File: src/verilog/cpu_pkg.sv
package cpu_pkg;
  localparam int WORD_W      = 32;                    // Bus and register width.
  localparam int REG_IDX_W   = 5;                     // Register number width.
  localparam int REG_COUNT   = 32;                    // r0 to r31.
  localparam int UOP_COUNT_W = 5;                     // Micro-op counter width.
  localparam int OPCODE_W    = 6;                     // Opcode field width.
  localparam int UADDR_W     = OPCODE_W + UOP_COUNT_W; // Opcode then count.
  localparam int MEM_ADDR_W  = 8;                     // Word address width.
  localparam int MEM_WORDS   = 256;                   // Words of memory.

  typedef logic [WORD_W-1:0]      word_t;
  typedef logic [REG_IDX_W-1:0]   reg_idx_t;
  typedef logic [UOP_COUNT_W-1:0] uop_count_t;
  typedef logic [UADDR_W-1:0]     uaddr_t;
  typedef logic [MEM_ADDR_W-1:0]  mem_addr_t;
  typedef logic [31:0]            control_word_t;
  typedef logic [3:0]             out_plane_t;
  typedef logic [2:0]             in_plane_t;
  typedef logic [1:0]             reg_sel_t;
  typedef logic [2:0]             mlu_op_t;

  // The opcode register doubles as the CPU state.
  typedef enum logic [OPCODE_W-1:0] {
    OP_RESET = 6'd0,
    OP_FETCH = 6'd1,
    OP_LW    = 6'd2,  // LW rD, [rS + offset].
    OP_ADD   = 6'd3,  // rD = rS + rT.
    OP_SUB   = 6'd4,  // rD = rS - rT.
    OP_HALT  = 6'd5
  } opcode_e;

  localparam out_plane_t OUT_NONE      = 4'd0;  // Bus reads zero.
  localparam out_plane_t OUT_REG       = 4'd1;
  localparam out_plane_t OUT_MMU       = 4'd4;
  localparam out_plane_t OUT_MLU       = 4'd5;
  localparam out_plane_t OUT_CTRL_DATA = 4'd8;  // Zero-extended ctrl_data.
  localparam out_plane_t OUT_OFFSET    = 4'd9;  // Sign-extended opword offset.

  localparam in_plane_t IN_NONE   = 3'd0;
  localparam in_plane_t IN_REG    = 3'd1;
  localparam in_plane_t IN_TMP0   = 3'd2;
  localparam in_plane_t IN_TMP1   = 3'd3;
  localparam in_plane_t IN_OPWORD = 3'd5;
  localparam in_plane_t IN_OPCODE = 3'd6;

  localparam reg_sel_t REG_SEL_RD      = 2'd0;
  localparam reg_sel_t REG_SEL_RS      = 2'd1;
  localparam reg_sel_t REG_SEL_CONTROL = 2'd2;  // Index from ctrl_data.
  localparam reg_sel_t REG_SEL_RT      = 2'd3;

  localparam mlu_op_t MLU_ADD = 3'd0;
  localparam mlu_op_t MLU_SUB = 3'd1;
  localparam mlu_op_t MLU_AND = 3'd2;
  localparam mlu_op_t MLU_OR  = 3'd3;
  localparam mlu_op_t MLU_XOR = 3'd4;

  localparam logic OPCODE_SEL_OPWORD = 1'b0;  // Opcode from opword[31:26].
  localparam logic OPCODE_SEL_BUS    = 1'b1;  // Opcode from bus[5:0].

  // Control word layout.
  localparam int CW_CTRL_DATA_LSB = 0;
  localparam int CW_CTRL_DATA_MSB = 5;
  localparam int CW_REG_SEL_LSB   = 6;
  localparam int CW_REG_SEL_MSB   = 7;
  localparam int CW_OUT_PLANE_LSB = 8;
  localparam int CW_OUT_PLANE_MSB = 11;
  localparam int CW_IN_PLANE_LSB  = 12;
  localparam int CW_IN_PLANE_MSB  = 14;
  localparam int CW_MISC_BIT      = 15;  // Micro-op counter reset.
  localparam int CW_MLU_OP_LSB    = 16;
  localparam int CW_MLU_OP_MSB    = 18;
  localparam int CW_MLU_CARRY_BIT = 19;
  localparam int CW_SHIFTER_LSB   = 20;
  localparam int CW_SHIFTER_MSB   = 21;
  localparam int CW_OPCODE_SEL_BIT = 22;

  // Opword layout.
  localparam int OPW_OPCODE_LSB = 26;
  localparam int OPW_OPCODE_MSB = 31;
  localparam int OPW_RD_LSB     = 21;
  localparam int OPW_RD_MSB     = 25;
  localparam int OPW_RS_LSB     = 16;
  localparam int OPW_RS_MSB     = 20;
  localparam int OPW_RT_LSB     = 11;
  localparam int OPW_RT_MSB     = 15;
  localparam int OPW_OFFSET_LSB = 0;
  localparam int OPW_OFFSET_MSB = 15;

  localparam reg_idx_t REG_PC = 5'd31;  // r31 holds the program counter.
endpackage

File: src/verilog/datapath_if.sv
interface datapath_if import cpu_pkg::*; ();
  word_t    bus;         // Shared data bus.
  reg_idx_t reg_idx;     // Selected register.
  logic     reg_we;      // Register write from bus.
  logic     tmp0_we;     // TMP0 load from bus.
  logic     tmp1_we;     // TMP1 load from bus.
  mlu_op_t  mlu_op;
  word_t    reg_rdata;
  word_t    mlu_result;
  word_t    tmp0;        // Also the memory address.
  word_t    mem_rdata;

  modport control (
    output bus, reg_idx, reg_we, tmp0_we, tmp1_we, mlu_op,
    input  reg_rdata, mlu_result, mem_rdata
  );

  modport regs (
    input  bus, reg_idx, reg_we,
    output reg_rdata
  );

  modport alu (
    input  bus, tmp0_we, tmp1_we, mlu_op,
    output mlu_result, tmp0
  );

  modport mem (
    input  tmp0,
    output mem_rdata
  );
endinterface

File: src/verilog/register_file.sv
module register_file import cpu_pkg::*; (
  input  logic     clk,
  input  logic     reset,
  datapath_if.regs dp,
  input  reg_idx_t dbg_reg_idx,
  output word_t    dbg_reg_data
);
  word_t regs [REG_COUNT];  // r31 is the PC, written like any other.

  always_ff @(posedge clk) begin
    if (reset) begin
      for (int i = 0; i < REG_COUNT; i++) begin
        regs[i] <= '0;
      end
    end else if (dp.reg_we) begin
      regs[dp.reg_idx] <= dp.bus;
    end
  end

  assign dp.reg_rdata = regs[dp.reg_idx];    // Bus read port.
  assign dbg_reg_data = regs[dbg_reg_idx];   // Debug read port.
endmodule

File: src/flat_wrapper.sv
// flat-port wrapper written by rule: the top's interface ports become plain ports
module register_file_flat import cpu_pkg::*;
  (clk, reset, dbg_reg_idx, dbg_reg_data, dp_bus, dp_reg_idx, dp_reg_we, dp_reg_rdata);
  datapath_if dp_i ();
  input  logic clk;
  input  logic reset;
  input  reg_idx_t dbg_reg_idx;
  output word_t dbg_reg_data;
  input wire logic [$bits(dp_i.bus)-1:0] dp_bus;
  input wire logic [$bits(dp_i.reg_idx)-1:0] dp_reg_idx;
  input wire logic [$bits(dp_i.reg_we)-1:0] dp_reg_we;
  output wire logic [$bits(dp_i.reg_rdata)-1:0] dp_reg_rdata;
  assign dp_i.bus = dp_bus;
  assign dp_i.reg_idx = dp_reg_idx;
  assign dp_i.reg_we = dp_reg_we;
  assign dp_reg_rdata = dp_i.reg_rdata;
  register_file u_core (.clk(clk), .reset(reset), .dp(dp_i), .dbg_reg_idx(dbg_reg_idx), .dbg_reg_data(dbg_reg_data));
endmodule
File: config.mk
export PLATFORM = sky130hd
export DESIGN_NAME = register_file_flat
export DESIGN_NICKNAME = d
export VERILOG_FILES = /design/src/verilog/cpu_pkg.sv /design/src/verilog/datapath_if.sv /design/src/verilog/register_file.sv /design/src/flat_wrapper.sv
export SDC_FILE = /design/constraint.sdc
export NUM_CORES = 2
export LEC_CHECK = 0
export BUFFER_PORTS_ARGS = -buffer_cell sky130_fd_sc_hd__buf_2
export CORE_MARGIN = 1.5
export CORE_UTILIZATION = 50
export CTS_BUF_LIST = sky130_fd_sc_hd__clkbuf_16
export CTS_CLUSTER_SIZE = 12
export DETAILED_ROUTE_END_ITERATION = 12
export PLACE_DENSITY = 0.66
export SLEW_MARGIN = 40
export SYNTH_ARGS = -nofsm -noshare
export SYNTH_HDL_FRONTEND = slang
export SYNTH_SLANG_ARGS = --single-unit
File: constraint.sdc
create_clock -name clk -period 2.55 [get_ports clk]
set_clock_uncertainty 0.2 [all_clocks]
set_input_delay 0.255 -clock clk [delete_from_list [all_inputs] [get_ports clk]]
set_output_delay 0.255 -clock clk [all_outputs]
set_load 0.005 [all_outputs]
==> results.py <==
metrics = {
    "yosys": {
        "ys_seq_elements": 1024,
        "synth_area_leaders": "edfxtp_1 56%, and2_1 12%, mux4_2 10%",
        "synth_ff_type": "edfxtp_1",
        "ys_types": 35,
        "synth_common_cells": "1,027 x and2_1, 1,024 x edfxtp_1, 512 x mux2i_1",
        "async_flop_share": 0,
        "yosysTopAreaCell": "edfxtp_1",
        "yosys_warnings": 0,
        "synth_area_um2": 54810,
        "syn_inst": 3998,
        "synth_nets": 4043,
        "yosysMostFrequentCell": "and2_1",
        "ys_seq_area_frac": 0.5610,
        "synth_enable_flop_cells": 1024,
        "synth_top_area_frac": 0.5610,
        "synth.avg_cell_area_um2": 13.71,
    },
    "floorplan": {
        "start_util": 0.5035,
        "die_y_um": 334.1,
        "chipWidth_um": 334.1,
        "dieArea_um2": 111600,
        "pin_count": 109,
        "coreArea_um2": 108900,
        "num_rows": 121,
    },
    "grt": {
        "grt_pass1_wl_um": 279700,
        "overflow": 0,
        "grt_max_degree": 48,
        "grtUsageTotal": 0.3560,
        "grt_pass1_vias": 37399,
        "antenna_found_initial": 21,
    },
    "outcome": {
        "status": "finished, violations left",
        "failed_checks": "setup timing",
    },
    "detailed_routing": {
        "avgRoutedWirePerCell_um": 35.03,
        "viasPerCell": 6.736,
        "dr_wl_met3_um": 25190,
        "remaining_drc_errors": 0,
        "drtIter0Drc": 6001,
        "firstDrtPassIters": 6,
        "wl_um": 200500,
        "met2WireLength_um": 90550,
        "postRouteAntennaNets": 0,
        "highest_layer": "met5",
        "wl_met1_um": 73620,
        "vias": 38542,
    },
    "worst_setup_path": {
        "cpMaxStageDelayCell": "mux4_2",
        "crit_family": "multiplexers",
        "path_class": "flop to output pin",
        "path_max_fanout": 2,
        "crit_path_max_incr_delay_ns": 0.48,
        "start_kind": "flop",
        "cp_data_arrival_time_ns": 2.27,
        "end_kind": "output pin",
        "crit_cells": 5,
        "crit_chain": "mux4_2 > a22oi_2 > nand4_1 > buf_4 > buf_6",
        "critPathRequiredTime_ns": 2.10,
        "cp_num_buf_inv": 2,
    },
    "hold_path": {
        "whs_path_depth": 6,
        "min_from": "dp_reg_we",
        "hold_path_class": "primary input to flop",
        "hold_end": "u_core.regs[7][27]",
    },
    "clock_tree": {
        "clk_pin_slew_ns": 0.06,
        "clock_path_buffers": 3,
        "cts.htree.levels": 3,
        "clock_sinks": 1024,
        "cts_root_buf": "clkbuf_16",
        "cts_buffers": 109,
        "cts_tree": "done",
    },
    "sta": {
        "fin_ws_ns": -0.1793,
        "holdWs_ns": 0.3455,
        "worstMarginPinSlew_ns": 0.7674,
        "fin_crit_sh": 1.070,
        "report.final.slew_viol_count": 0,
        "final.min_clock_period_ns": 2.729,
        "setup_viol_count_final": 33,
        "max_slew_margin": 0.4884,
        "rsz0062_at_grt": "true",
        "fmax_ghz": 0.3664,
        "hold_viol": 0,
    },
    "placed_design": {
        "hpwl_um": 119000,
        "port_buffers": 108,
        "place_inst": 5432,
        "post-place-ws_ns": -0.06899,
        "place.gp.congestion": 0.8838,
    },
    "power": {
        "p_seq_frac": 0.496,
        "p_per_area_nw_per_um2": 625.1,
        "swShare": 0.2547,
        "power_switching_mw": 10.25,
        "pwr-share-comb": 0.133,
        "irDropWorstVdd_mv": 0.5015,
        "leakage_nw": 23.87,
        "power_frac_clock": 0.371,
        "p_int_mw": 29.99,
        "total_power_mw": 40.23,
    },
    "final_layout": {
        "largest_register": "u_core.regs",
        "fillers": 8474,
        "largest_reg_flops": 1024,
        "regArea_um2": 30750,
        "area_delta_synth_final_pct": 17.43,
        "final-instance-count-excl-fill": 5722,
        "drive_above_1_share": 0.2559,
        "multi_input_area_um2": 22910,
        "reg.largest.list": "u_core.regs: 1024 flops",
        "finalNetCount": 4263,
    },
    "job": {
        "drv_cap": 0,
    },
}
[area by class of cell]
type / instances / share of cell area
multi-input combinational: 2561 / 0.3560
clock inverter: 79 / 0.007193
clock buffer: 112 / 0.04355
tap: 1414 / 0.02749
timing repair buffer: 522 / 0.08766
sequential: 1024 / 0.4778
antenna: 10 / 0.0003888
[cell families (layout without fill, tap and decap cells)]
logic type / Yosys count / count (layout) / synth area share
muxes: 768 / 768 / 0.1988
DFF: 1024 / 1024 / 0.5610
buffers and inverters: 413 / 713 / 0.03557
AOI/OAI and AO/OA: 416 / 416 / 0.05333
and+or+nand+nor: 1377 / 1377 / 0.1512
other: 0 / 10 / 0
[cells in the final DEF, fill, tap and decap left out, drive strengths merged, types with 2 or more instances in the layout]
cell,instances
and3b,2
a22oi,224
or3b,2
mux2i,512
nand4,32
nand3,97
clkinv,47
clkbuf,112
a22o,64
nand2b,3
diode,10
nand3b,2
inv,28
nor2b,2
or2,34
nor2,37
dlygate4sd3,32
bufinv,4
edfxtp,1024
and2,1027
buf,490
a21oi,96
a31oi,32
mux4,256
nor3,33
nand2,101
or3,2
[routing by layer]
metal,track usage,vias to the layer above
met3,0.08703,603
met4,0.1801,2
li1,-,15519
met2,0.5439,2976
met1,0.4756,19442
met5,0,-
[timing repair]
item,in CTS,in global routing
setup endpoints to repair,39,51
gates resized for setup,89,50
endpoints found under the hold margin,977,0
pin swaps,109,66
hold buffers,32,0
setup buffers,29,29
[power by group through the flow]
stage	clock (mW)	sequential (mW)	combinational, mW
global route	15.6	20.0	5.52
floorplan	0	20.1	2.79
CTS	15.0	19.9	5.14
global placement	0	20.2	4.90
detailed placement	0	20.3	4.93
finish	14.9	20.0	5.35
[metrics by stage]
stage	area, um2	TNS [ns]	util
final	64360	-2.515	0.5913
after global routing	64340	-4.108	0.5911
after CTS	63860	-2.836	0.5867
after detailed placement	59630	-0.1321	0.5478
after global placement	59630	-0.2424	0.5478
after floorplan	54810	0	-
[worst max-delay path by stage]
stage | from | end | slack, ns
after detailed placement | dp_reg_idx[0] | dp_reg_rdata[8] | -0.07
after global routing | u_core.regs[10][9] | dp_reg_rdata[9] | -0.22
after global placement | dp_reg_idx[0] | dp_reg_rdata[8] | -0.08
after floorplan | dp_reg_idx[0] | u_core.regs[11][0] | 0.37
after CTS | u_core.regs[30][18] | dp_reg_rdata[18] | -0.19
final | u_core.regs[30][9] | dp_reg_rdata[9] | -0.18
(Power assumes the default switching activity.)
