<file path="src/verilog/cpu_pkg.sv">
package cpu_pkg;
  localparam int WORD_W      = 32;                    // Bus and register width.
  localparam int REG_IDX_W   = 5;                     // Register number width.
  localparam int REG_COUNT   = 32;                    // r0 to r31.
  localparam int UOP_COUNT_W = 5;                     // Micro-op counter width.
  localparam int OPCODE_W    = 6;                     // Opcode field width.
  localparam int UADDR_W     = OPCODE_W + UOP_COUNT_W; // Opcode then count.
  localparam int MEM_ADDR_W  = 8;                     // Word address width.
  localparam int MEM_WORDS   = 256;                   // Words of memory.

  typedef logic [WORD_W-1:0]      word_t;
  typedef logic [REG_IDX_W-1:0]   reg_idx_t;
  typedef logic [UOP_COUNT_W-1:0] uop_count_t;
  typedef logic [UADDR_W-1:0]     uaddr_t;
  typedef logic [MEM_ADDR_W-1:0]  mem_addr_t;
  typedef logic [31:0]            control_word_t;
  typedef logic [3:0]             out_plane_t;
  typedef logic [2:0]             in_plane_t;
  typedef logic [1:0]             reg_sel_t;
  typedef logic [2:0]             mlu_op_t;

  // The opcode register doubles as the CPU state.
  typedef enum logic [OPCODE_W-1:0] {
    OP_RESET = 6'd0,
    OP_FETCH = 6'd1,
    OP_LW    = 6'd2,  // LW rD, [rS + offset].
    OP_ADD   = 6'd3,  // rD = rS + rT.
    OP_SUB   = 6'd4,  // rD = rS - rT.
    OP_HALT  = 6'd5
  } opcode_e;

  localparam out_plane_t OUT_NONE      = 4'd0;  // Bus reads zero.
  localparam out_plane_t OUT_REG       = 4'd1;
  localparam out_plane_t OUT_MMU       = 4'd4;
  localparam out_plane_t OUT_MLU       = 4'd5;
  localparam out_plane_t OUT_CTRL_DATA = 4'd8;  // Zero-extended ctrl_data.
  localparam out_plane_t OUT_OFFSET    = 4'd9;  // Sign-extended opword offset.

  localparam in_plane_t IN_NONE   = 3'd0;
  localparam in_plane_t IN_REG    = 3'd1;
  localparam in_plane_t IN_TMP0   = 3'd2;
  localparam in_plane_t IN_TMP1   = 3'd3;
  localparam in_plane_t IN_OPWORD = 3'd5;
  localparam in_plane_t IN_OPCODE = 3'd6;

  localparam reg_sel_t REG_SEL_RD      = 2'd0;
  localparam reg_sel_t REG_SEL_RS      = 2'd1;
  localparam reg_sel_t REG_SEL_CONTROL = 2'd2;  // Index from ctrl_data.
  localparam reg_sel_t REG_SEL_RT      = 2'd3;

  localparam mlu_op_t MLU_ADD = 3'd0;
  localparam mlu_op_t MLU_SUB = 3'd1;
  localparam mlu_op_t MLU_AND = 3'd2;
  localparam mlu_op_t MLU_OR  = 3'd3;
  localparam mlu_op_t MLU_XOR = 3'd4;

  localparam logic OPCODE_SEL_OPWORD = 1'b0;  // Opcode from opword[31:26].
  localparam logic OPCODE_SEL_BUS    = 1'b1;  // Opcode from bus[5:0].

  // Control word layout.
  localparam int CW_CTRL_DATA_LSB = 0;
  localparam int CW_CTRL_DATA_MSB = 5;
  localparam int CW_REG_SEL_LSB   = 6;
  localparam int CW_REG_SEL_MSB   = 7;
  localparam int CW_OUT_PLANE_LSB = 8;
  localparam int CW_OUT_PLANE_MSB = 11;
  localparam int CW_IN_PLANE_LSB  = 12;
  localparam int CW_IN_PLANE_MSB  = 14;
  localparam int CW_MISC_BIT      = 15;  // Micro-op counter reset.
  localparam int CW_MLU_OP_LSB    = 16;
  localparam int CW_MLU_OP_MSB    = 18;
  localparam int CW_MLU_CARRY_BIT = 19;
  localparam int CW_SHIFTER_LSB   = 20;
  localparam int CW_SHIFTER_MSB   = 21;
  localparam int CW_OPCODE_SEL_BIT = 22;

  // Opword layout.
  localparam int OPW_OPCODE_LSB = 26;
  localparam int OPW_OPCODE_MSB = 31;
  localparam int OPW_RD_LSB     = 21;
  localparam int OPW_RD_MSB     = 25;
  localparam int OPW_RS_LSB     = 16;
  localparam int OPW_RS_MSB     = 20;
  localparam int OPW_RT_LSB     = 11;
  localparam int OPW_RT_MSB     = 15;
  localparam int OPW_OFFSET_LSB = 0;
  localparam int OPW_OFFSET_MSB = 15;

  localparam reg_idx_t REG_PC = 5'd31;  // r31 holds the program counter.
endpackage

</file>
<file path="src/verilog/microcode.sv">
module microcode import cpu_pkg::*; (
  input  uaddr_t        uaddr,
  output control_word_t control_word
);
  opcode_e    opcode;
  uop_count_t count;

  logic [5:0] ctrl_data;
  reg_sel_t   reg_sel;
  out_plane_t out_plane;
  in_plane_t  in_plane;
  logic       misc;        // Counter reset.
  mlu_op_t    mlu_op;
  logic       opcode_sel;

  assign opcode = opcode_e'(uaddr[UADDR_W-1:UOP_COUNT_W]);
  assign count  = uaddr[UOP_COUNT_W-1:0];

  always_comb begin
    ctrl_data  = '0;               // Everything idle by default.
    reg_sel    = REG_SEL_RD;
    out_plane  = OUT_NONE;
    in_plane   = IN_NONE;
    misc       = 1'b0;
    mlu_op     = MLU_ADD;
    opcode_sel = OPCODE_SEL_OPWORD;
    case (opcode)
      OP_RESET: begin
        case (count)
          5'd0: begin              // r31 = 0 from the idle bus.
            ctrl_data = 6'(REG_PC);
            reg_sel   = REG_SEL_CONTROL;
            in_plane  = IN_REG;
          end
          5'd1: begin              // Go to fetch.
            ctrl_data  = OP_FETCH;
            out_plane  = OUT_CTRL_DATA;
            in_plane   = IN_OPCODE;
            opcode_sel = OPCODE_SEL_BUS;
            misc       = 1'b1;
          end
          default: misc = 1'b1;
        endcase
      end
      OP_FETCH: begin
        case (count)
          5'd0: begin              // PC into TMP0 as memory address.
            ctrl_data = 6'(REG_PC);
            reg_sel   = REG_SEL_CONTROL;
            out_plane = OUT_REG;
            in_plane  = IN_TMP0;
          end
          5'd1: begin              // Memory word into opword.
            out_plane = OUT_MMU;
            in_plane  = IN_OPWORD;
          end
          5'd2: begin              // Increment constant into TMP1.
            ctrl_data = 6'd1;
            out_plane = OUT_CTRL_DATA;
            in_plane  = IN_TMP1;
          end
          5'd3: begin              // PC = PC + 1.
            ctrl_data = 6'(REG_PC);
            reg_sel   = REG_SEL_CONTROL;
            out_plane = OUT_MLU;
            in_plane  = IN_REG;
            mlu_op    = MLU_ADD;
          end
          5'd4: begin              // Decode opword opcode.
            in_plane   = IN_OPCODE;
            opcode_sel = OPCODE_SEL_OPWORD;
            misc       = 1'b1;
          end
          default: misc = 1'b1;
        endcase
      end
      OP_LW: begin
        case (count)
          5'd0: begin              // Base register into TMP1.
            reg_sel   = REG_SEL_RS;
            out_plane = OUT_REG;
            in_plane  = IN_TMP1;
          end
          5'd1: begin              // Offset into TMP0.
            out_plane = OUT_OFFSET;
            in_plane  = IN_TMP0;
          end
          5'd2: begin              // Effective address into TMP0.
            out_plane = OUT_MLU;
            in_plane  = IN_TMP0;
            mlu_op    = MLU_ADD;
          end
          5'd3: begin              // Loaded word into rD.
            reg_sel   = REG_SEL_RD;
            out_plane = OUT_MMU;
            in_plane  = IN_REG;
          end
          5'd4: begin              // Back to fetch.
            ctrl_data  = OP_FETCH;
            out_plane  = OUT_CTRL_DATA;
            in_plane   = IN_OPCODE;
            opcode_sel = OPCODE_SEL_BUS;
            misc       = 1'b1;
          end
          default: misc = 1'b1;
        endcase
      end
      OP_ADD, OP_SUB: begin
        case (count)
          5'd0: begin              // rS into TMP0.
            reg_sel   = REG_SEL_RS;
            out_plane = OUT_REG;
            in_plane  = IN_TMP0;
          end
          5'd1: begin              // rT into TMP1.
            reg_sel   = REG_SEL_RT;
            out_plane = OUT_REG;
            in_plane  = IN_TMP1;
          end
          5'd2: begin              // Result into rD.
            reg_sel   = REG_SEL_RD;
            out_plane = OUT_MLU;
            in_plane  = IN_REG;
            mlu_op    = (opcode == OP_SUB) ? MLU_SUB : MLU_ADD;
          end
          5'd3: begin              // Back to fetch.
            ctrl_data  = OP_FETCH;
            out_plane  = OUT_CTRL_DATA;
            in_plane   = IN_OPCODE;
            opcode_sel = OPCODE_SEL_BUS;
            misc       = 1'b1;
          end
          default: misc = 1'b1;
        endcase
      end
      default: misc = 1'b1;        // HALT and unknown opcodes spin here.
    endcase
  end

  always_comb begin
    control_word = '0;             // Carry, shifter and bits 31..23 stay zero.
    control_word[CW_CTRL_DATA_MSB:CW_CTRL_DATA_LSB] = ctrl_data;
    control_word[CW_REG_SEL_MSB:CW_REG_SEL_LSB]     = reg_sel;
    control_word[CW_OUT_PLANE_MSB:CW_OUT_PLANE_LSB] = out_plane;
    control_word[CW_IN_PLANE_MSB:CW_IN_PLANE_LSB]   = in_plane;
    control_word[CW_MISC_BIT]                       = misc;
    control_word[CW_MLU_OP_MSB:CW_MLU_OP_LSB]       = mlu_op;
    control_word[CW_OPCODE_SEL_BIT]                 = opcode_sel;
  end
endmodule

</file>
<file path="config.mk">
export PLATFORM = sky130hd
export DESIGN_NAME = microcode
export DESIGN_NICKNAME = d
export VERILOG_FILES = /design/src/verilog/cpu_pkg.sv /design/src/verilog/microcode.sv
export SDC_FILE = /design/constraint.sdc
export NUM_CORES = 1
export LEC_CHECK = 0
export ABC_AREA = 1
export BUFFER_PORTS_ARGS = -buffer_cell sky130_fd_sc_hd__buf_2
export CAP_MARGIN = 20
export CORE_MARGIN = 5
export CORE_UTILIZATION = 41
export DETAILED_ROUTE_END_ITERATION = 6
export PLACE_DENSITY = 0.85
export RECOVER_POWER = 100
export SYNTH_ARGS = -nofsm -noshare
export SYNTH_HDL_FRONTEND = slang
export SYNTH_SLANG_ARGS = --single-unit
</file>
<file path="constraint.sdc">
create_clock -name vclk -period 0.9
set_input_delay 0.09 -clock vclk [all_inputs]
set_output_delay 0.09 -clock vclk [all_outputs]
set_load 0.01 [all_outputs]
</file>
==> impl_metrics.json <==
{
  "status": "complete, but fails checks",
  "violations": "setup timing",
  "use_met2_pct": 24.90,
  "critPathTopFamily": "simple AND/OR/NAND/NOR gates",
  "post_layout_nonfiller_instances": 165,
  "grt_pass1_wl_um": 2953,
  "switchingPower_w": 0.0001505,
  "via_per_inst": 4.739,
  "cp_data_required_time_ns": 0.81,
  "die_h_um": 50.29,
  "io_buffers": 27,
  "antenna_left": 0,
  "wl_um": 1945,
  "use_met3_pct": 1.479,
  "gr-max-usage-layer": "met2",
  "syn_inst": 116,
  "met1_usage_pct": 17.02,
  "nets": 162,
  "avgRoutedWirePerCell_um": 11.79,
  "p_comb_share_pct": 100.0,
  "io_pins": 43,
  "die_w_um": 50.29,
  "slowest_stage": "nor2_4",
  "stdcell_area_sq_um": 904.6,
  "synth_cell_types": 19,
  "drive_gt1_share_pct": 47.65,
  "placed_area_sq_um": 819.5,
  "start_util_pct": 43.68,
  "crit_type": "in -> out",
  "hold_viol_final": 0,
  "setup_violations": 15,
  "ir_worst_vdd_mv": 0.1558,
  "path_max_fanout": 4,
  "post-place-cells": 164,
  "overflow": 0,
  "cpPeakStageDelay_ns": 0.17,
  "layout_common_cells": "nand2_1 (21), buf_2 (21), conb_1 (16), inv_1 (14), buf_4 (12)",
  "fin_crit_sh_pct": 128.2,
  "gp_congestion": 0.9133,
  "drt-initial-drc-count": 9,
  "cp-start-kind": "input pin",
  "yosys_warnings": 0,
  "die_area_sq_um": 2529,
  "num_vias": 782,
  "seq_area_frac_synth_pct": 0,
  "pwr_density_cell_nw_per_um2": 269.3,
  "drc": 0,
  "postSynthAreaPerCell_sq_um": 5.738,
  "max_freq_mhz": 866.8,
  "max_cap_violations": 0,
  "min_period_ns": 1.154,
  "grt_max_degree": 8,
  "p_clk_share_pct": 0,
  "crit_path_end_kind": "primary output",
  "netlist_area_sq_um": 665.6,
  "seq_cells": 0,
  "row_count": 14,
  "cp_num_buf_inv": 3,
  "area_delta_synth_final_pct": 35.90,
  "power_leakage_nw": 0.5633,
  "core-area_sq_um": 1524,
  "maxSlewViolCount": 0,
  "worstPathArrival_ns": 1.06,
  "nClkBuffers": 0,
  "cellInternalPower_w": 0.00009311,
  "dr.pass1.iters": 5,
  "hpwl_um": 1503,
  "diodes": 0,
  "grt_usage_pct": 13.96,
  "p_seq_share_pct": 0,
  "rsz0062_at_grt": "true",
  "hold_class": "in -> out",
  "multiInputGateArea_sq_um": 546.8,
  "antenna_found_initial": 0,
  "grt_pass1_vias": 690,
  "fin_ws_ns": -0.2537,
  "seq_area_sq_um": 0,
  "swShare_pct": 61.77,
  "crit_chain": "buf_6, nor2_4, nand2_4, nor2_4, nand2_2, clkinv_4, nand3b_4, nand2_4, buf_2",
  "fillCellCount": 144
}
-- path summary, 6_finish.rpt --
path | slack (ns) | startpoint | endpoint | depth (start not counted)
max | -0.25 | uaddr[10] | control_word[2] | 9
min | 0.58 | uaddr[10] | control_word[16] | 5
-- per-stage QoR --
step           worst slack (ns)  power [W]  hold slack, ns  util [%]  setup TNS [ns]
2_1_floorplan          -0.08156  0.0001748          0.3135         -         -0.2554
3_3_place_gp            -0.2674  0.0002066          0.5681     53.78          -2.847
3_5_place_dp            -0.2761  0.0002120          0.5826     53.78          -3.257
4_1_cts                 -0.2184  0.0002327          0.5397     58.05          -2.988
5_1_grt                 -0.3124  0.0002630          0.6102     59.36          -4.306
6_report                -0.2537  0.0002436          0.5838     59.36          -3.245
-- Yosys cell counts --
library cell	number	area [sq um]
nor2_1	10	37.54
nor2_2	7	43.79
nand3b_4	1	20.02
inv_2	2	7.510
nand2_4	2	22.52
nor2_4	6	67.56
o21ai_2	1	8.760
clkinv_2	1	5.000
a21oi_1	3	15.01
o21ai_1	1	5.000
inv_1	15	56.30
a21boi_1	1	7.510
nand3_1	12	60.06
nand2_1	24	90.09
nand3_2	2	20.02
nand2_2	4	25.02
nand4_1	2	12.51
buf_4	21	157.7
conb_1	1	3.750
-- layer usage --
metal  part of all wire, %  up-vias
li1                      -      388
met1                    37      348
met2                    53       42
met3                   8.4        4
met4                   1.9        0
met5                     0        -
-- kinds of logic after synthesis --
group / share of synthesized area (%)
AND/OR/NAND/NOR: 59.96
other: 0.5634
AO/OA/AOI/OAI: 5.450
buffers and inverters: 34.02
-- final cells by class --
class	count	area share (%)
Inverter	18	8.299
Multi-Input combinational cell	92	60.44
Tap cell	16	2.213
Timing Repair Buffer	39	29.05
-- timing repair --
action / 4_1_cts / 5_1_grt
hold buffers: 0 / 0
gates resized for setup: 13 / 4
pin swaps: 8 / 5
buffers inserted: 1 / 0
endpoints found under the setup margin: 16 / 16
-- power by group through the flow --
stage / clock network [W] / registers [W] / logic, W
finish: 0 / 0 / 0.000244
global route: 0 / 0 / 0.000263
CTS: 0 / 0 / 0.000233
detailed placement: 0 / 0 / 0.000212
global placement: 0 / 0 / 0.000207
floorplan: 0 / 0 / 0.000175
-- worst min-delay path: stages --
cell,delay [ns]
buf_6,0.07
nor2_4,0.05
nand3_2,0.10
nor2_1,0.05
buf_2,0.13
No activity file was read; power rests on OpenSTA's default activity.
