`src/verilog/cpu_pkg.sv`:
```
package cpu_pkg;
  localparam int WORD_W      = 32;                    // Bus and register width.
  localparam int REG_IDX_W   = 5;                     // Register number width.
  localparam int REG_COUNT   = 32;                    // r0 to r31.
  localparam int UOP_COUNT_W = 5;                     // Micro-op counter width.
  localparam int OPCODE_W    = 6;                     // Opcode field width.
  localparam int UADDR_W     = OPCODE_W + UOP_COUNT_W; // Opcode then count.
  localparam int MEM_ADDR_W  = 8;                     // Word address width.
  localparam int MEM_WORDS   = 256;                   // Words of memory.

  typedef logic [WORD_W-1:0]      word_t;
  typedef logic [REG_IDX_W-1:0]   reg_idx_t;
  typedef logic [UOP_COUNT_W-1:0] uop_count_t;
  typedef logic [UADDR_W-1:0]     uaddr_t;
  typedef logic [MEM_ADDR_W-1:0]  mem_addr_t;
  typedef logic [31:0]            control_word_t;
  typedef logic [3:0]             out_plane_t;
  typedef logic [2:0]             in_plane_t;
  typedef logic [1:0]             reg_sel_t;
  typedef logic [2:0]             mlu_op_t;

  // The opcode register doubles as the CPU state.
  typedef enum logic [OPCODE_W-1:0] {
    OP_RESET = 6'd0,
    OP_FETCH = 6'd1,
    OP_LW    = 6'd2,  // LW rD, [rS + offset].
    OP_ADD   = 6'd3,  // rD = rS + rT.
    OP_SUB   = 6'd4,  // rD = rS - rT.
    OP_HALT  = 6'd5
  } opcode_e;

  localparam out_plane_t OUT_NONE      = 4'd0;  // Bus reads zero.
  localparam out_plane_t OUT_REG       = 4'd1;
  localparam out_plane_t OUT_MMU       = 4'd4;
  localparam out_plane_t OUT_MLU       = 4'd5;
  localparam out_plane_t OUT_CTRL_DATA = 4'd8;  // Zero-extended ctrl_data.
  localparam out_plane_t OUT_OFFSET    = 4'd9;  // Sign-extended opword offset.

  localparam in_plane_t IN_NONE   = 3'd0;
  localparam in_plane_t IN_REG    = 3'd1;
  localparam in_plane_t IN_TMP0   = 3'd2;
  localparam in_plane_t IN_TMP1   = 3'd3;
  localparam in_plane_t IN_OPWORD = 3'd5;
  localparam in_plane_t IN_OPCODE = 3'd6;

  localparam reg_sel_t REG_SEL_RD      = 2'd0;
  localparam reg_sel_t REG_SEL_RS      = 2'd1;
  localparam reg_sel_t REG_SEL_CONTROL = 2'd2;  // Index from ctrl_data.
  localparam reg_sel_t REG_SEL_RT      = 2'd3;

  localparam mlu_op_t MLU_ADD = 3'd0;
  localparam mlu_op_t MLU_SUB = 3'd1;
  localparam mlu_op_t MLU_AND = 3'd2;
  localparam mlu_op_t MLU_OR  = 3'd3;
  localparam mlu_op_t MLU_XOR = 3'd4;

  localparam logic OPCODE_SEL_OPWORD = 1'b0;  // Opcode from opword[31:26].
  localparam logic OPCODE_SEL_BUS    = 1'b1;  // Opcode from bus[5:0].

  // Control word layout.
  localparam int CW_CTRL_DATA_LSB = 0;
  localparam int CW_CTRL_DATA_MSB = 5;
  localparam int CW_REG_SEL_LSB   = 6;
  localparam int CW_REG_SEL_MSB   = 7;
  localparam int CW_OUT_PLANE_LSB = 8;
  localparam int CW_OUT_PLANE_MSB = 11;
  localparam int CW_IN_PLANE_LSB  = 12;
  localparam int CW_IN_PLANE_MSB  = 14;
  localparam int CW_MISC_BIT      = 15;  // Micro-op counter reset.
  localparam int CW_MLU_OP_LSB    = 16;
  localparam int CW_MLU_OP_MSB    = 18;
  localparam int CW_MLU_CARRY_BIT = 19;
  localparam int CW_SHIFTER_LSB   = 20;
  localparam int CW_SHIFTER_MSB   = 21;
  localparam int CW_OPCODE_SEL_BIT = 22;

  // Opword layout.
  localparam int OPW_OPCODE_LSB = 26;
  localparam int OPW_OPCODE_MSB = 31;
  localparam int OPW_RD_LSB     = 21;
  localparam int OPW_RD_MSB     = 25;
  localparam int OPW_RS_LSB     = 16;
  localparam int OPW_RS_MSB     = 20;
  localparam int OPW_RT_LSB     = 11;
  localparam int OPW_RT_MSB     = 15;
  localparam int OPW_OFFSET_LSB = 0;
  localparam int OPW_OFFSET_MSB = 15;

  localparam reg_idx_t REG_PC = 5'd31;  // r31 holds the program counter.
endpackage

```
`src/verilog/datapath_if.sv`:
```
interface datapath_if import cpu_pkg::*; ();
  word_t    bus;         // Shared data bus.
  reg_idx_t reg_idx;     // Selected register.
  logic     reg_we;      // Register write from bus.
  logic     tmp0_we;     // TMP0 load from bus.
  logic     tmp1_we;     // TMP1 load from bus.
  mlu_op_t  mlu_op;
  word_t    reg_rdata;
  word_t    mlu_result;
  word_t    tmp0;        // Also the memory address.
  word_t    mem_rdata;

  modport control (
    output bus, reg_idx, reg_we, tmp0_we, tmp1_we, mlu_op,
    input  reg_rdata, mlu_result, mem_rdata
  );

  modport regs (
    input  bus, reg_idx, reg_we,
    output reg_rdata
  );

  modport alu (
    input  bus, tmp0_we, tmp1_we, mlu_op,
    output mlu_result, tmp0
  );

  modport mem (
    input  tmp0,
    output mem_rdata
  );
endinterface

```
`src/verilog/mlu.sv`:
```
module mlu import cpu_pkg::*; (
  input  logic    clk,
  input  logic    reset,
  datapath_if.alu dp
);
  word_t tmp0_q;  // Left operand, also memory address.
  word_t tmp1_q;  // Right operand.

  always_ff @(posedge clk) begin
    if (reset) begin
      tmp0_q <= '0;
      tmp1_q <= '0;
    end else begin
      if (dp.tmp0_we) begin
        tmp0_q <= dp.bus;
      end
      if (dp.tmp1_we) begin
        tmp1_q <= dp.bus;
      end
    end
  end

  always_comb begin
    case (dp.mlu_op)
      MLU_ADD: dp.mlu_result = tmp0_q + tmp1_q;  // Wraps mod 2^32.
      MLU_SUB: dp.mlu_result = tmp0_q - tmp1_q;
      MLU_AND: dp.mlu_result = tmp0_q & tmp1_q;
      MLU_OR:  dp.mlu_result = tmp0_q | tmp1_q;
      MLU_XOR: dp.mlu_result = tmp0_q ^ tmp1_q;
      default: dp.mlu_result = '0;
    endcase
  end

  assign dp.tmp0 = tmp0_q;
endmodule

```
`src/flat_wrapper.sv`:
```
// flat-port wrapper written by rule: the top's interface ports become plain ports
module mlu_flat import cpu_pkg::*;
  (clk, reset, dp_bus, dp_tmp0_we, dp_tmp1_we, dp_mlu_op, dp_mlu_result, dp_tmp0);
  datapath_if dp_i ();
  input  logic clk;
  input  logic reset;
  input wire logic [$bits(dp_i.bus)-1:0] dp_bus;
  input wire logic [$bits(dp_i.tmp0_we)-1:0] dp_tmp0_we;
  input wire logic [$bits(dp_i.tmp1_we)-1:0] dp_tmp1_we;
  input wire logic [$bits(dp_i.mlu_op)-1:0] dp_mlu_op;
  output wire logic [$bits(dp_i.mlu_result)-1:0] dp_mlu_result;
  output wire logic [$bits(dp_i.tmp0)-1:0] dp_tmp0;
  assign dp_i.bus = dp_bus;
  assign dp_i.tmp0_we = dp_tmp0_we;
  assign dp_i.tmp1_we = dp_tmp1_we;
  assign dp_i.mlu_op = dp_mlu_op;
  assign dp_mlu_result = dp_i.mlu_result;
  assign dp_tmp0 = dp_i.tmp0;
  mlu u_core (.clk(clk), .reset(reset), .dp(dp_i));
endmodule
```
`config.mk`:
```
export PLATFORM = sky130hd
export DESIGN_NAME = mlu_flat
export DESIGN_NICKNAME = d
export VERILOG_FILES = /design/src/verilog/cpu_pkg.sv /design/src/verilog/datapath_if.sv /design/src/verilog/mlu.sv /design/src/flat_wrapper.sv
export SDC_FILE = /design/constraint.sdc
export NUM_CORES = 1
export LEC_CHECK = 0
export BUFFER_PORTS_ARGS = -buffer_cell sky130_fd_sc_hd__buf_2
export CAP_MARGIN = 20
export CORE_ASPECT_RATIO = 1.75
export CORE_MARGIN = 4
export CORE_UTILIZATION = 60
export CTS_CLUSTER_DIAMETER = 120
export DETAILED_ROUTE_END_ITERATION = 8
export PLACE_DENSITY = 0.84
export SLEW_MARGIN = 20
export SYNTH_ARGS = -nofsm -noshare
export SYNTH_HDL_FRONTEND = slang
export SYNTH_SLANG_ARGS = --single-unit
```
`constraint.sdc`:
```
create_clock -name clk -period 7.8 [get_ports clk]
set_input_delay 1.17 -clock clk [delete_from_list [all_inputs] [get_ports clk]]
set_output_delay 1.17 -clock clk [all_outputs]
set_load 0.005 [all_outputs]
```
==> reports/results.md <==
| Quantity | Reported |
| --- | --- |
| Hold Worst Slack | 0.5530 ns |
| Most instantiated cells after synthesis | 134 x sky130_fd_sc_hd__nor2_1, 96 x sky130_fd_sc_hd__ha_1, 71 x sky130_fd_sc_hd__inv_1, 71 x sky130_fd_sc_hd__mux2i_1, 65 x sky130_fd_sc_hd__a21oi_1 |
| DRC violation total after the first TritonRoute iteration | 334 |
| Min Tclk post-route | 6.663 ns |
| Reg-to-Reg Start | u_core.tmp1_q[7]$_SDFFE_PP0P_ |
| Post-synthesis cell count | 858 |
| Leakage power figure | 3.609 nW |
| Worst Slack Setup Final | 1.137 ns |
| Std cell rows | 50 |
| Data arrival time of the worst path | 5.49 ns |
| Horizontal die dimension | 86.99 microns |
| Hold path startpoint | u_core.tmp1_q[16]$_SDFFE_PP0P_ |
| Synth top area share | 19.56% |
| Number of CTS-inserted buffers | 9 |
| Placer Congestion | 1.008 |
| FMAX | 0.1501 GHz |
| Worst vdd ir | 144.3 uV |
| Synthesis-stage register bit count | 64 |
| Wire per inst | 18.24 microns |
| Sequential cell area fraction in the yosys report | 19.56% |
| Effective utilization at floorplan | 61.24% |
| Post-synth EDFFs | 0 |
| Number of non-filler instances in the completed layout | 1066 |
| Post-Place Setup Slack | 1.244 ns |
| Fraction of registers with async set or reset after synthesis | 0% |
| Slew at the pin closest to its max-slew limit | 1.035 ns |
| CTS Hold Buffers Added | 0 |
| Number of different library cells in the post-synthesis netlist | 54 |
| Worst rel slew slack | 31.01% |
| WL final | 19.45 mm |
| Placed Instance Area | 7099 sq um |
| Count of placed standard cells including taps | 1050 |
| Clock Root Buffer | sky130_fd_sc_hd__clkbuf_16 |
| Post-CTS setup repair buffer count | 0 |
| Area of the core | 10700 sq um |
| Part of the total power dissipated in sequential elements | 30.8% |
| Die Ht | 146.2 microns |
| Type of the tightest min-delay check | reg -> reg |
| Setup TNS Final | 0 ns |
| Required time worst endpoint | 6.63 ns |
| Critical path launch point type | primary input |
| Total global routing overflow | 0 |
| Area delta synth->final | 13.03% |
| TritonCTS Sinks | 64 |
| Final Hold Violating Endpoints | 0 |
| CP startpoint | dp_mlu_op[0] |
| Final net count | 1067 |
| Yosys synthesis warning count | 0 |
| Most frequent cell after synthesis | sky130_fd_sc_hd__nor2_1 |
| Setup repair after global routing missed its margin | no |
| Count of H-tree levels built during CTS | 3 |
| Die Footprint | 12720 sq um |
| Most instantiated flip-flop cell in the synthesis netlist | sky130_fd_sc_hd__dfxtp_1 |
| Synth top area cells | sky130_fd_sc_hd__dfxtp_1 20%, sky130_fd_sc_hd__ha_1 18%, sky130_fd_sc_hd__mux2i_1 11% |
| Maximum buffer depth of the clock tree | 2 |
| Switching Share | 36.71% |
| Post-route total power | 1.229 mW |
| Sort of element at the end of the critical path | output port |
| Quantity of gates resized following cts | 0 |
| DR pass1 iterations | 5 |
| Synth Area per Inst | 7.636 sq um |
| Cell taking the most area after synthesis | sky130_fd_sc_hd__dfxtp_1 |
| Filler cell count in the final layout | 927 |
| DR DRC count | 0 |
| Share of power burned in combinational logic | 35.1% |
| Sum of net half-perimeters after detailed placement | 14.62 mm |
| Final design instance area without fill | 7405 sq um |
| Crit Path Category | in -> out |
| Via count of the first global-routing pass | 6654 |
| Wire length of the first global-routing pass | 31.05 mm |
| Number of top-level pins | 103 |
| Max-cap violations | 0 |
| Reg-to-reg setup timing slack | 7.00 ns |
| Number of antenna cells inserted | 0 |
| Initial antenna violation count | 0 |
| Fraction of final layout cells sized beyond drive strength 1 | 14.32% |
| Number of I/O port buffers | 102 |
| Layout Utilization | 69.22% |
| Max-slew violation total from the final report | 0 |
| Worst clock skew on the final layout | 0 ns |
| TritonCTS clock tree | yes |
| Remaining number of nets flagged by the antenna check after routing | 0 |
| Synthesized cell area | 6551 sq um |
| Power per cell area | 165.9 nW/um^2 |
| Global-route total usage across every layer | 30.30% |
| Syn Nets | 994 |
| Critical path fanouts, max | 53 |
| P_sw | 0.4510 mW |
| Share of the clock period used by the worst path | 85.42% |
| Vias after detailed routing | 6638 |
| Clock-pin slew of the registers on the worst-case setup and hold paths | 0.06 ns |
| Power share of the clock group | 34.1% |
| Result of the run | finished, final reports clean |
| Pin count of the biggest net entering global routing | 65 |
| Internal power contribution | 0.7776 mW |
| Average vias per placed instance | 6.227 |
| Clk Latency, worst-skew pair | 0.34 ns |
| Count of endpoints failing setup in the final report | 0 |
-- placed cells by master, fill, tap and decap left out, types with 9 or more instances in the layout --
cell,synthesis,final
sky130_fd_sc_hd__a211oi_1,26,26
sky130_fd_sc_hd__a21o_1,16,16
sky130_fd_sc_hd__a21oi_1,65,65
sky130_fd_sc_hd__a31oi_1,9,9
sky130_fd_sc_hd__buf_2,0,101
sky130_fd_sc_hd__clkbuf_16,0,9
sky130_fd_sc_hd__dfxtp_1,64,64
sky130_fd_sc_hd__ha_1,96,96
sky130_fd_sc_hd__inv_1,71,71
sky130_fd_sc_hd__mux2i_1,71,71
sky130_fd_sc_hd__nand2_1,46,46
sky130_fd_sc_hd__nand4_1,10,10
sky130_fd_sc_hd__nor2_1,134,134
sky130_fd_sc_hd__nor3_1,17,16
sky130_fd_sc_hd__o21a_1,13,13
sky130_fd_sc_hd__o21ai_0,35,35
sky130_fd_sc_hd__o31ai_1,10,10
sky130_fd_sc_hd__xnor2_1,37,37
sky130_fd_sc_hd__xor2_1,11,11
-- worst max-delay path, cell delays in order --
cell                        delay (ns)
sky130_fd_sc_hd__buf_2            0.74
sky130_fd_sc_hd__nand2_1          0.67
sky130_fd_sc_hd__o31ai_1          0.24
sky130_fd_sc_hd__xnor2_1          0.15
sky130_fd_sc_hd__ha_1             0.30
sky130_fd_sc_hd__o21a_1           0.19
sky130_fd_sc_hd__o31a_1           0.14
sky130_fd_sc_hd__o31ai_1          0.74
sky130_fd_sc_hd__a2111oi_0        0.30
sky130_fd_sc_hd__o21a_1           0.25
sky130_fd_sc_hd__o21a_1           0.18
sky130_fd_sc_hd__o31ai_1          0.24
sky130_fd_sc_hd__buf_2            0.17
-- layer usage --
| metal | share of wire, % | track usage, % | vias to the layer above | routed length (microns) |
|---|---|---|---|---|
| met5 | 0 | 0 | - | 0 |
| met4 | 5.6 | 17.55 | 0 | 1086 |
| met3 | 4.5 | 4.291 | 93 | 877 |
| met2 | 55 | 57.80 | 241 | 10650 |
| met1 | 35 | 29.43 | 3141 | 6830 |
| li1 | - | - | 3163 | - |
-- logic make-up after synthesis --
group           share of synthesized area (%)
simple gates                            17.13
compound gates                          20.65
buf+inv                                 6.761
fa+ha+maj                               18.64
mux                                     10.85
flops                                   19.56
xor+xnor                                6.417
-- area by class of cell --
type	count	area [sq um]	area share [%]
timing repair buffer	107	550.5	7.435
tap	130	162.7	2.197
inverter	72	270.3	3.650
clock buffer	9	225.2	3.042
sequential	64	1281	17.30
clock inverter	7	77.57	1.048
multi-input combinational	677	4837	65.33
-- state kept, by name (all words and copies together) (netlist names) --
register and cells:
u_core.tmp1_q 32, u_core.dp.tmp0 32
-- final timing paths --
| check | endpoint | cells after the start |
|---|---|---|
| max | dp_mlu_result[24] | 13 |
| min | u_core.tmp1_q[16]$_SDFFE_PP0P_ | 2 |
| max reg2reg | u_core.tmp1_q[7]$_SDFFE_PP0P_ | 2 |
| min reg2reg | u_core.tmp1_q[16]$_SDFFE_PP0P_ | 2 |
-- power groups by stage --
stage	Clock (mW)	Sequential, mW	Combinational [mW]
6_report	0.418	0.379	0.431
3_5_place_dp	0	0.385	0.423
5_1_grt	0.437	0.382	0.476
3_3_place_gp	0	0.384	0.418
2_1_floorplan	0	0.376	0.304
4_1_cts	0.423	0.378	0.428
(Power assumes the default switching activity.)
